## config.mk

```make
export PLATFORM = sky130hd
export DESIGN_NAME = lsu_pipe_top
export DESIGN_NICKNAME = d
export VERILOG_FILES = /design/src/logic/rv_mem_pkg.sv /design/src/logic/lsu_pipe_pkg.sv /design/src/logic/lsu_mem_decoder.sv /design/src/logic/lsu_addr_stage.sv /design/src/logic/lsu_load_merge.sv /design/src/logic/lsu_pipe_top.sv
export SDC_FILE = /design/constraint.sdc
export NUM_CORES = 1
export LEC_CHECK = 0
export BUFFER_PORTS_ARGS = -buffer_cell sky130_fd_sc_hd__buf_2
export CORE_AREA = 2 2 230 232
export DETAILED_ROUTE_END_ITERATION = 7
export DIE_AREA = 0 0 232 234
export HOLD_SLACK_MARGIN = 0.05
export PLACE_DENSITY = 0.63
export SLEW_MARGIN = 40
export SYNTH_ARGS = -nofsm -noshare
export SYNTH_HDL_FRONTEND = slang
export SYNTH_HIERARCHICAL = 1
export SYNTH_SLANG_ARGS = --single-unit
```

## constraint.sdc

```tcl
create_clock -name i_clk -period 8.66 [get_ports i_clk]
set_clock_uncertainty 0.05 [all_clocks]
set_input_delay 0.866 -clock i_clk [delete_from_list [all_inputs] [get_ports i_clk]]
set_output_delay 0.866 -clock i_clk [all_outputs]
set_load 0.1 [all_outputs]
```

## src/logic/rv_mem_pkg.sv

```systemverilog
// RV64 memory instruction encodings: opcodes, funct3 values, access sizes, formats, exception codes
`default_nettype none

package rv_mem_pkg;

  // Integer register width
  localparam int XLEN_W = 64;

  // ----------------------------------------------------------------------
  // Major opcodes and funct3
  // ----------------------------------------------------------------------
  localparam logic [6:0] OPC_LOAD  = 7'b0000011;
  localparam logic [6:0] OPC_STORE = 7'b0100011;

  // Zero-extending loads
  localparam logic [2:0] F3_LBU = 3'b100;
  localparam logic [2:0] F3_LHU = 3'b101;
  localparam logic [2:0] F3_LWU = 3'b110;
  // Widest store, anything above is reserved
  localparam logic [2:0] F3_SD  = 3'b011;

  // Access size, same coding as funct3[1:0]
  typedef enum logic [1:0] {
    SIZE_B = 2'd0,
    SIZE_H = 2'd1,
    SIZE_W = 2'd2,
    SIZE_D = 2'd3
  } size_e;

  // ----------------------------------------------------------------------
  // Instruction formats
  // ----------------------------------------------------------------------
  typedef struct packed {
    logic [11:0] imm;
    logic [4:0]  rs1;
    logic [2:0]  funct3;
    logic [4:0]  rd;
    logic [6:0]  opcode;
  } i_fmt_t;

  // Store immediate is split around rs2/rs1
  typedef struct packed {
    logic [6:0]  imm_hi;
    logic [4:0]  rs2;
    logic [4:0]  rs1;
    logic [2:0]  funct3;
    logic [4:0]  imm_lo;
    logic [6:0]  opcode;
  } s_fmt_t;

  typedef union packed {
    i_fmt_t i_fmt;
    s_fmt_t s_fmt;
  } mem_inst_u;

  // mcause values
  localparam logic [3:0] EXC_ILLEGAL_INST   = 4'd2;
  localparam logic [3:0] EXC_LOAD_MISALIGN  = 4'd4;
  localparam logic [3:0] EXC_STORE_MISALIGN = 4'd6;

endpackage

`default_nettype wire

```

## src/logic/lsu_pipe_pkg.sv

```systemverilog
// LSU pipeline widths and the structs passed between stages and to the cache and store queue
`default_nettype none

package lsu_pipe_pkg;

  localparam int TAG_W  = 6;
  localparam int RD_W   = 5;
  localparam int EXC_W  = 4;
  localparam int LINE_W = 128;
  localparam int LINE_B = LINE_W / 8;
  localparam int FWD_B  = 8;

  // Datapath doubleword
  typedef logic [63:0] dword_t;

  // Decoded control, no kind bit set means illegal
  typedef struct packed {
    logic       is_load;
    logic       is_store;
    logic [1:0] size;
    logic       is_signed;
  } pipe_ctrl_t;

  // ----------------------------------------------------------------------
  // External ports
  // ----------------------------------------------------------------------
  typedef struct packed {
    logic             valid;
    logic [31:0]      inst;
    dword_t           rs1_data;
    logic [RD_W-1:0]  rd;
    logic [TAG_W-1:0] tag;
  } issue_t;

  typedef struct packed {
    logic   valid;
    dword_t addr;
  } l1d_req_t;

  typedef struct packed {
    logic [LINE_W-1:0] data;
  } l1d_resp_t;

  typedef struct packed {
    logic             valid;
    dword_t           addr;
    logic [FWD_B-1:0] mask;
  } fwd_req_t;

  typedef struct packed {
    logic [FWD_B-1:0] mask;
    dword_t           data;
  } fwd_resp_t;

  typedef struct packed {
    logic            valid;
    logic [RD_W-1:0] rd;
    dword_t          data;
  } wb_t;

  typedef struct packed {
    logic             valid;
    logic [TAG_W-1:0] tag;
    logic             except_valid;
    logic [EXC_W-1:0] except_code;
    dword_t           tval;
  } done_t;

  // ----------------------------------------------------------------------
  // Stage bundles
  // ----------------------------------------------------------------------
  typedef struct packed {
    logic             valid;
    pipe_ctrl_t       ctrl;
    dword_t           addr;
    logic             except_valid;
    logic [EXC_W-1:0] except_code;
    dword_t           tval;
    logic [RD_W-1:0]  rd;
    logic [TAG_W-1:0] tag;
  } ex2_bundle_t;

  typedef struct packed {
    logic             valid;
    logic             is_load;
    logic             except_valid;
    logic [EXC_W-1:0] except_code;
    dword_t           tval;
    logic [RD_W-1:0]  rd;
    logic [TAG_W-1:0] tag;
    dword_t           data;
  } ex3_bundle_t;

endpackage

`default_nettype wire

```

## src/logic/lsu_mem_decoder.sv

```systemverilog
// Load/store decoder: kind, size, sign and sign-extended offset from a 32-bit instruction
`timescale 1ns/1ps
`default_nettype none

module lsu_mem_decoder (
  input  wire rv_mem_pkg::mem_inst_u    i_inst,
  output lsu_pipe_pkg::pipe_ctrl_t      o_ctrl,
  output logic [rv_mem_pkg::XLEN_W-1:0] o_offset
);

  logic [11:0] w_imm;
  logic [2:0]  w_funct3;

  // funct3 sits in the same bits for both formats
  assign w_funct3 = i_inst.i_fmt.funct3;

  always_comb begin
    o_ctrl = '0;
    w_imm  = i_inst.i_fmt.imm;
    case (i_inst.i_fmt.opcode)
      rv_mem_pkg::OPC_LOAD: begin
        o_ctrl.is_load   = 1'b1;
        o_ctrl.size      = w_funct3[1:0];
        o_ctrl.is_signed = !(w_funct3 inside {rv_mem_pkg::F3_LBU,
                                              rv_mem_pkg::F3_LHU,
                                              rv_mem_pkg::F3_LWU});
      end
      rv_mem_pkg::OPC_STORE: begin
        // Reserved store widths stay illegal
        o_ctrl.is_store = (w_funct3 <= rv_mem_pkg::F3_SD);
        o_ctrl.size     = w_funct3[1:0];
        w_imm           = {i_inst.s_fmt.imm_hi, i_inst.s_fmt.imm_lo};
      end
      default: begin
        o_ctrl = '0;
      end
    endcase
  end

  assign o_offset = {{(rv_mem_pkg::XLEN_W - 12){w_imm[11]}}, w_imm};

endmodule

`default_nettype wire

```

## src/logic/lsu_addr_stage.sv

```systemverilog
// EX1 stage: operation register, address add, exception check, L1D line request, EX2 register
`timescale 1ns/1ps
`default_nettype none

module lsu_addr_stage (
  input  wire                              i_clk,
  input  wire                              i_reset_n,
  input  wire                              i_flush,
  input  wire lsu_pipe_pkg::issue_t        i_issue,
  input  wire lsu_pipe_pkg::pipe_ctrl_t    i_ctrl,
  input  wire [rv_mem_pkg::XLEN_W-1:0]     i_offset,
  output lsu_pipe_pkg::l1d_req_t           o_l1d_req,
  output lsu_pipe_pkg::ex2_bundle_t        o_ex2
);

  lsu_pipe_pkg::issue_t           r_ex1_issue;
  lsu_pipe_pkg::pipe_ctrl_t       r_ex1_ctrl;
  logic [rv_mem_pkg::XLEN_W-1:0]  r_ex1_offset;
  logic [rv_mem_pkg::XLEN_W-1:0]  w_ex1_addr;
  logic                           w_ex1_misalign;
  logic                           w_ex1_illegal;
  logic                           w_ex1_except;
  logic [lsu_pipe_pkg::EXC_W-1:0] w_ex1_code;
  lsu_pipe_pkg::dword_t           w_ex1_tval;
  lsu_pipe_pkg::ex2_bundle_t      r_ex2;

  // ----------------------------------------------------------------------
  // EX1 register
  // ----------------------------------------------------------------------
  always_ff @(posedge i_clk, negedge i_reset_n) begin
    if (!i_reset_n) begin
      r_ex1_issue <= '0;
    end else begin
      r_ex1_issue       <= i_issue;
      r_ex1_issue.valid <= i_issue.valid & ~i_flush;
    end
  end

  always_ff @(posedge i_clk) begin
    r_ex1_ctrl   <= i_ctrl;
    r_ex1_offset <= i_offset;
  end

  // ----------------------------------------------------------------------
  // Address and exceptions
  // ----------------------------------------------------------------------
  assign w_ex1_addr = r_ex1_issue.rs1_data + r_ex1_offset;

  always_comb begin
    case (rv_mem_pkg::size_e'(r_ex1_ctrl.size))
      rv_mem_pkg::SIZE_H: w_ex1_misalign = w_ex1_addr[0];
      rv_mem_pkg::SIZE_W: w_ex1_misalign = |w_ex1_addr[1:0];
      rv_mem_pkg::SIZE_D: w_ex1_misalign = |w_ex1_addr[2:0];
      default:            w_ex1_misalign = 1'b0;
    endcase
  end

  assign w_ex1_illegal = ~(r_ex1_ctrl.is_load | r_ex1_ctrl.is_store);
  assign w_ex1_except  = w_ex1_illegal | w_ex1_misalign;

  // Illegal wins over misalignment
  assign w_ex1_code = w_ex1_illegal      ? rv_mem_pkg::EXC_ILLEGAL_INST  :
                      r_ex1_ctrl.is_load ? rv_mem_pkg::EXC_LOAD_MISALIGN :
                                           rv_mem_pkg::EXC_STORE_MISALIGN;
  assign w_ex1_tval = w_ex1_illegal ? {32'h0, r_ex1_issue.inst} : w_ex1_addr;

  // Whole line, only for clean loads
  assign o_l1d_req.valid = r_ex1_issue.valid & r_ex1_ctrl.is_load & ~w_ex1_except;
  assign o_l1d_req.addr  = {w_ex1_addr[rv_mem_pkg::XLEN_W-1:$clog2(lsu_pipe_pkg::LINE_B)],
                            {$clog2(lsu_pipe_pkg::LINE_B){1'b0}}};

  // ----------------------------------------------------------------------
  // EX2 register
  // ----------------------------------------------------------------------
  always_ff @(posedge i_clk, negedge i_reset_n) begin
    if (!i_reset_n) begin
      r_ex2 <= '0;
    end else begin
      r_ex2.valid        <= r_ex1_issue.valid & ~i_flush;
      r_ex2.ctrl         <= r_ex1_ctrl;
      r_ex2.addr         <= w_ex1_addr;
      r_ex2.except_valid <= w_ex1_except;
      r_ex2.except_code  <= w_ex1_code;
      r_ex2.tval         <= w_ex1_tval;
      r_ex2.rd           <= r_ex1_issue.rd;
      r_ex2.tag          <= r_ex1_issue.tag;
    end
  end

  assign o_ex2 = r_ex2;

endmodule

`default_nettype wire

```

## src/logic/lsu_load_merge.sv

```systemverilog
// EX2 stage: store-queue forward query, byte merge over cache data, extension, EX3 register
`timescale 1ns/1ps
`default_nettype none

module lsu_load_merge (
  input  wire                              i_clk,
  input  wire                              i_reset_n,
  input  wire                              i_flush,
  input  wire lsu_pipe_pkg::ex2_bundle_t   i_ex2,
  input  wire lsu_pipe_pkg::l1d_resp_t     i_l1d_resp,
  output lsu_pipe_pkg::fwd_req_t           o_fwd_req,
  input  wire lsu_pipe_pkg::fwd_resp_t     i_fwd_resp,
  output lsu_pipe_pkg::ex3_bundle_t        o_ex3
);

  rv_mem_pkg::size_e                w_size;
  logic [2:0]                       w_byte_ofs;
  logic [lsu_pipe_pkg::FWD_B-1:0]   w_size_mask;
  lsu_pipe_pkg::dword_t             w_line_dw;
  lsu_pipe_pkg::dword_t             w_merged;
  lsu_pipe_pkg::dword_t             w_shifted;
  logic [rv_mem_pkg::XLEN_W-1:0]    w_ext;
  lsu_pipe_pkg::ex3_bundle_t        r_ex3;

  assign w_size     = rv_mem_pkg::size_e'(i_ex2.ctrl.size);
  assign w_byte_ofs = i_ex2.addr[2:0];

  always_comb begin
    case (w_size)
      rv_mem_pkg::SIZE_B: w_size_mask = 8'h01;
      rv_mem_pkg::SIZE_H: w_size_mask = 8'h03;
      rv_mem_pkg::SIZE_W: w_size_mask = 8'h0f;
      default:            w_size_mask = 8'hff;
    endcase
  end

  // ----------------------------------------------------------------------
  // Forward query
  // ----------------------------------------------------------------------
  assign o_fwd_req.valid = i_ex2.valid & i_ex2.ctrl.is_load & ~i_ex2.except_valid;
  assign o_fwd_req.addr  = {i_ex2.addr[63:3], 3'b000};
  assign o_fwd_req.mask  = w_size_mask << w_byte_ofs;

  // Doubleword of the line picked by address bit 3
  assign w_line_dw = i_l1d_resp.data[{i_ex2.addr[3], 6'd0} +: 64];

  // Forwarded bytes override cache bytes
  for (genvar b = 0; b < lsu_pipe_pkg::FWD_B; b++) begin : g_merge
    assign w_merged[b*8 +: 8] = i_fwd_resp.mask[b] ? i_fwd_resp.data[b*8 +: 8] :
                                                     w_line_dw[b*8 +: 8];
  end

  assign w_shifted = w_merged >> {w_byte_ofs, 3'b000};

  // ----------------------------------------------------------------------
  // Size extraction and extension
  // ----------------------------------------------------------------------
  always_comb begin
    case (w_size)
      rv_mem_pkg::SIZE_B: begin
        w_ext = {{(rv_mem_pkg::XLEN_W - 8){i_ex2.ctrl.is_signed & w_shifted[7]}},
                 w_shifted[7:0]};
      end
      rv_mem_pkg::SIZE_H: begin
        w_ext = {{(rv_mem_pkg::XLEN_W - 16){i_ex2.ctrl.is_signed & w_shifted[15]}},
                 w_shifted[15:0]};
      end
      rv_mem_pkg::SIZE_W: begin
        w_ext = {{(rv_mem_pkg::XLEN_W - 32){i_ex2.ctrl.is_signed & w_shifted[31]}},
                 w_shifted[31:0]};
      end
      default: begin
        w_ext = w_shifted;
      end
    endcase
  end

  // ----------------------------------------------------------------------
  // EX3 register
  // ----------------------------------------------------------------------
  always_ff @(posedge i_clk, negedge i_reset_n) begin
    if (!i_reset_n) begin
      r_ex3 <= '0;
    end else begin
      r_ex3.valid        <= i_ex2.valid & ~i_flush;
      r_ex3.is_load      <= i_ex2.ctrl.is_load;
      r_ex3.except_valid <= i_ex2.except_valid;
      r_ex3.except_code  <= i_ex2.except_code;
      r_ex3.tval         <= i_ex2.tval;
      r_ex3.rd           <= i_ex2.rd;
      r_ex3.tag          <= i_ex2.tag;
      r_ex3.data         <= w_ext;
    end
  end

  assign o_ex3 = r_ex3;

endmodule

`default_nettype wire

```

## src/logic/lsu_pipe_top.sv

```systemverilog
// LSU pipeline top: EX0 decode, EX1 and EX2 stage instances, EX3 writeback and done report
`timescale 1ns/1ps
`default_nettype none

module lsu_pipe_top (
  input  wire                            i_clk,
  input  wire                            i_reset_n,
  input  wire lsu_pipe_pkg::issue_t      i_issue,
  input  wire                            i_flush,
  output lsu_pipe_pkg::l1d_req_t         o_l1d_req,
  input  wire lsu_pipe_pkg::l1d_resp_t   i_l1d_resp,
  output lsu_pipe_pkg::fwd_req_t         o_fwd_req,
  input  wire lsu_pipe_pkg::fwd_resp_t   i_fwd_resp,
  output lsu_pipe_pkg::wb_t              o_wb,
  output lsu_pipe_pkg::done_t            o_done
);

  rv_mem_pkg::mem_inst_u          w_ex0_inst;
  lsu_pipe_pkg::pipe_ctrl_t       w_ex0_ctrl;
  logic [rv_mem_pkg::XLEN_W-1:0]  w_ex0_offset;
  lsu_pipe_pkg::ex2_bundle_t      w_ex2;
  lsu_pipe_pkg::ex3_bundle_t      w_ex3;

  // ----------------------------------------------------------------------
  // EX0 decode
  // ----------------------------------------------------------------------
  assign w_ex0_inst = i_issue.inst;

  lsu_mem_decoder u_decoder (
    .i_inst   (w_ex0_inst),
    .o_ctrl   (w_ex0_ctrl),
    .o_offset (w_ex0_offset)
  );

  // ----------------------------------------------------------------------
  // EX1 and EX2, flush kills whatever sits in EX0..EX2
  // ----------------------------------------------------------------------
  lsu_addr_stage u_addr_stage (
    .i_clk     (i_clk),
    .i_reset_n (i_reset_n),
    .i_flush   (i_flush),
    .i_issue   (i_issue),
    .i_ctrl    (w_ex0_ctrl),
    .i_offset  (w_ex0_offset),
    .o_l1d_req (o_l1d_req),
    .o_ex2     (w_ex2)
  );

  lsu_load_merge u_load_merge (
    .i_clk      (i_clk),
    .i_reset_n  (i_reset_n),
    .i_flush    (i_flush),
    .i_ex2      (w_ex2),
    .i_l1d_resp (i_l1d_resp),
    .o_fwd_req  (o_fwd_req),
    .i_fwd_resp (i_fwd_resp),
    .o_ex3      (w_ex3)
  );

  // ----------------------------------------------------------------------
  // EX3 report
  // ----------------------------------------------------------------------
  // Every op completes, excepting ones included
  assign o_done.valid        = w_ex3.valid;
  assign o_done.tag          = w_ex3.tag;
  assign o_done.except_valid = w_ex3.except_valid;
  assign o_done.except_code  = w_ex3.except_code;
  assign o_done.tval         = w_ex3.tval;

  // No write to x0
  assign o_wb.valid = w_ex3.valid & w_ex3.is_load & ~w_ex3.except_valid &
                      (w_ex3.rd != '0);
  assign o_wb.rd    = w_ex3.rd;
  assign o_wb.data  = w_ex3.data;

endmodule

`default_nettype wire

```

==> results.ini <==
[setup_path]
slowest_delay_ns = 0.66
required_ns = 7.74
r2r-start = u_addr_stage/o_ex2[83]
regToRegSetupSlack_ns = 4.53
slowest_stage = a211oi_1
path_buf_inv = 1
worstPathMaxFanout = 8
crit_path_cell_trace = ha_1 -> nand4_1 -> nor3_1 -> and4_1 -> o211ai_1 -> a211oi_1 -> or2_2 -> o21ai_0 -> xnor2_1 -> buf_2
ff2ff_path_depth = 7
crit_path_end_kind = primary output
arrival_ns = 4.43
cp-start-kind = register
critPathTopFamily = simple AND/OR/NAND/NOR gates
path_class = reg2out
reg2reg_to = u_load_merge/o_ex3[21]

[placed_design]
place.detailed.hpwl_mm = 56.5
post-place-ws_ns = 4.01
dpl_cell_area_um2 = 23700
globalplace.congestion = 0.937
dp_cells = 3015
port_buffers = 587

[timing]
final_hold_viol_count = 0
fin_crit_sh_pct = 61.8
drv_slew = 0
setup_viol = 0
fin_ws_ns = 3.31
slew_headroom_pct = 42.7
rsz0062_at_grt = no
setup_tns_ns = 0
worstMarginPinSlew_ns = 0.855
min_period_ns = 5.35
fmax_mhz = 187

[flow_run]
drv_cap = 0

[final_layout]
instances_no_fill = 3112
fillCellCount = 4833
layout_commonest_cell = buf_2
final_layout_size_suffix_gt1_share_pct = 32.5
finalNetCount = 2751
stdcell_area_um2 = 25300
syn_to_final_growth_pct = 16.6
most-common-layout-cells = buf_2, dfrtp_1, nand2_1, a21oi_1, nor2_1

[global_routing]
grt_max_degree = 98
grt_pass1_wl_mm = 104
grt_pass1_vias = 16600
overflow = 0
antenna_found_initial = 17
track_usage_pct = 26.0

[floorplan]
rows = 84
die_area_um2 = 54300
die_x_um = 232
die_y_um = 234
io_pins = 595
core-area_um2 = 52000
initial_core_util_pct = 41.7

[clock_tree]
cts_inserted_buffers = 47
cts_setup_buffers = 0
ctsHtreeMaxLevel = 2
cts_resized = 0
ctsRootBufferMaster = clkbuf_16
cts_tree = yes
path_clk_slew_ns = 0.06
clock_sinks = 470
clk_latency_ns = 0.58
cts_buffer_depth = 3
cts_hold_buf = 0

[power_and_ir_drop]
vdd_ir_drop_max_v = 0.000255
powerDensity_nw_per_um2 = 270
leakage_nw = 12.6

[route]
postRouteAntennaNets = 0
wl_per_cell_um = 23.4
drt_first_pass_iters = 5
drt_iter0_drc = 1233
post_drt_via_cell_ratio = 5.36
routed_wl_mm = 72.8
num_vias = 16700
drc = 0

[synthesis]
ys_warn_count = 6
netlist_area_um2 = 21700
syn_inst = 2019
synth_area_per_cell_um2 = 10.7

[status]
outcome = finished clean

[hold_path]
hold_path.class = in2async

## metrics by stage
step | hold WS (ns) | util, % | power (W)
final | 0.273 | 48.6 | 0.00683
after global routing | 0.297 | 48.6 | 0.00707
after CTS | 0.281 | 48.5 | 0.00687
after detailed placement | 0.277 | 45.5 | 0.00481
after global placement | 0.280 | 45.3 | 0.00480
after floorplan | 0.266 | - | 0.00446
## how the worst max path moves through the flow
stage	start	end	slack (ns)	cells past startpoint
global placement	u_addr_stage/r_ex1_issue[11]	o_l1d_req[58]	4.00	11
finish	u_addr_stage/r_ex1_issue[33]	o_l1d_req[58]	3.31	10
CTS	u_addr_stage/r_ex1_issue[11]	o_l1d_req[58]	3.35	11
floorplan	u_addr_stage/o_ex2[80]	o_fwd_req[5]	4.25	7
detailed placement	u_addr_stage/r_ex1_issue[11]	o_l1d_req[58]	4.01	11
global route	u_addr_stage/r_ex1_issue[11]	o_l1d_req[60]	3.11	11
## report_power, final
part	switching, W	total, W	internal [W]
registers	0.0000710	0.00241	0.00234
clock network	0.000843	0.00204	0.00120
logic	0.00193	0.00237	0.000442
## final cells by class
cell class | instances | area [µm²] | area share [%]
Sequential cell | 470 | 11400 | 45.2
Multi-Input combinational cell | 1227 | 8190 | 32.4
Timing Repair Buffer | 598 | 3090 | 12.2
Clock buffer | 71 | 1390 | 5.50
Tap cell | 688 | 861 | 3.41
Clock inverter | 16 | 176 | 0.698
Inverter | 32 | 120 | 0.475
Antenna cell | 10 | 25.0 | 0.0990
## flip-flops by register name (all words and copies together) (netlist names)
register                   count
u_load_merge/o_ex3           146
u_addr_stage/r_ex1_ctrl        5
u_addr_stage/o_ex2           147
u_addr_stage/r_ex1_offset     64
u_addr_stage/r_ex1_issue     108
## worst register-to-register path: cells and delay by family, from the launching register on
| kind | cells | cell delay [ns] |
|---|---|---|
| AO/OA/AOI/OAI | 2 | 0.56 |
| AND/OR/NAND/NOR | 2 | 1.04 |
| multiplexers | 2 | 0.85 |
| buffers and inverters | 1 | 0.56 |
| flip-flops | 1 | 0.84 |
## routing by layer
metal	share of wire, %	GRT usage, %
met1	37	29.6
met2	52	46.5
met3	6.7	5.90
met4	4.0	11.5
met5	0.081	0
Power figures use the tool's default switching activity.
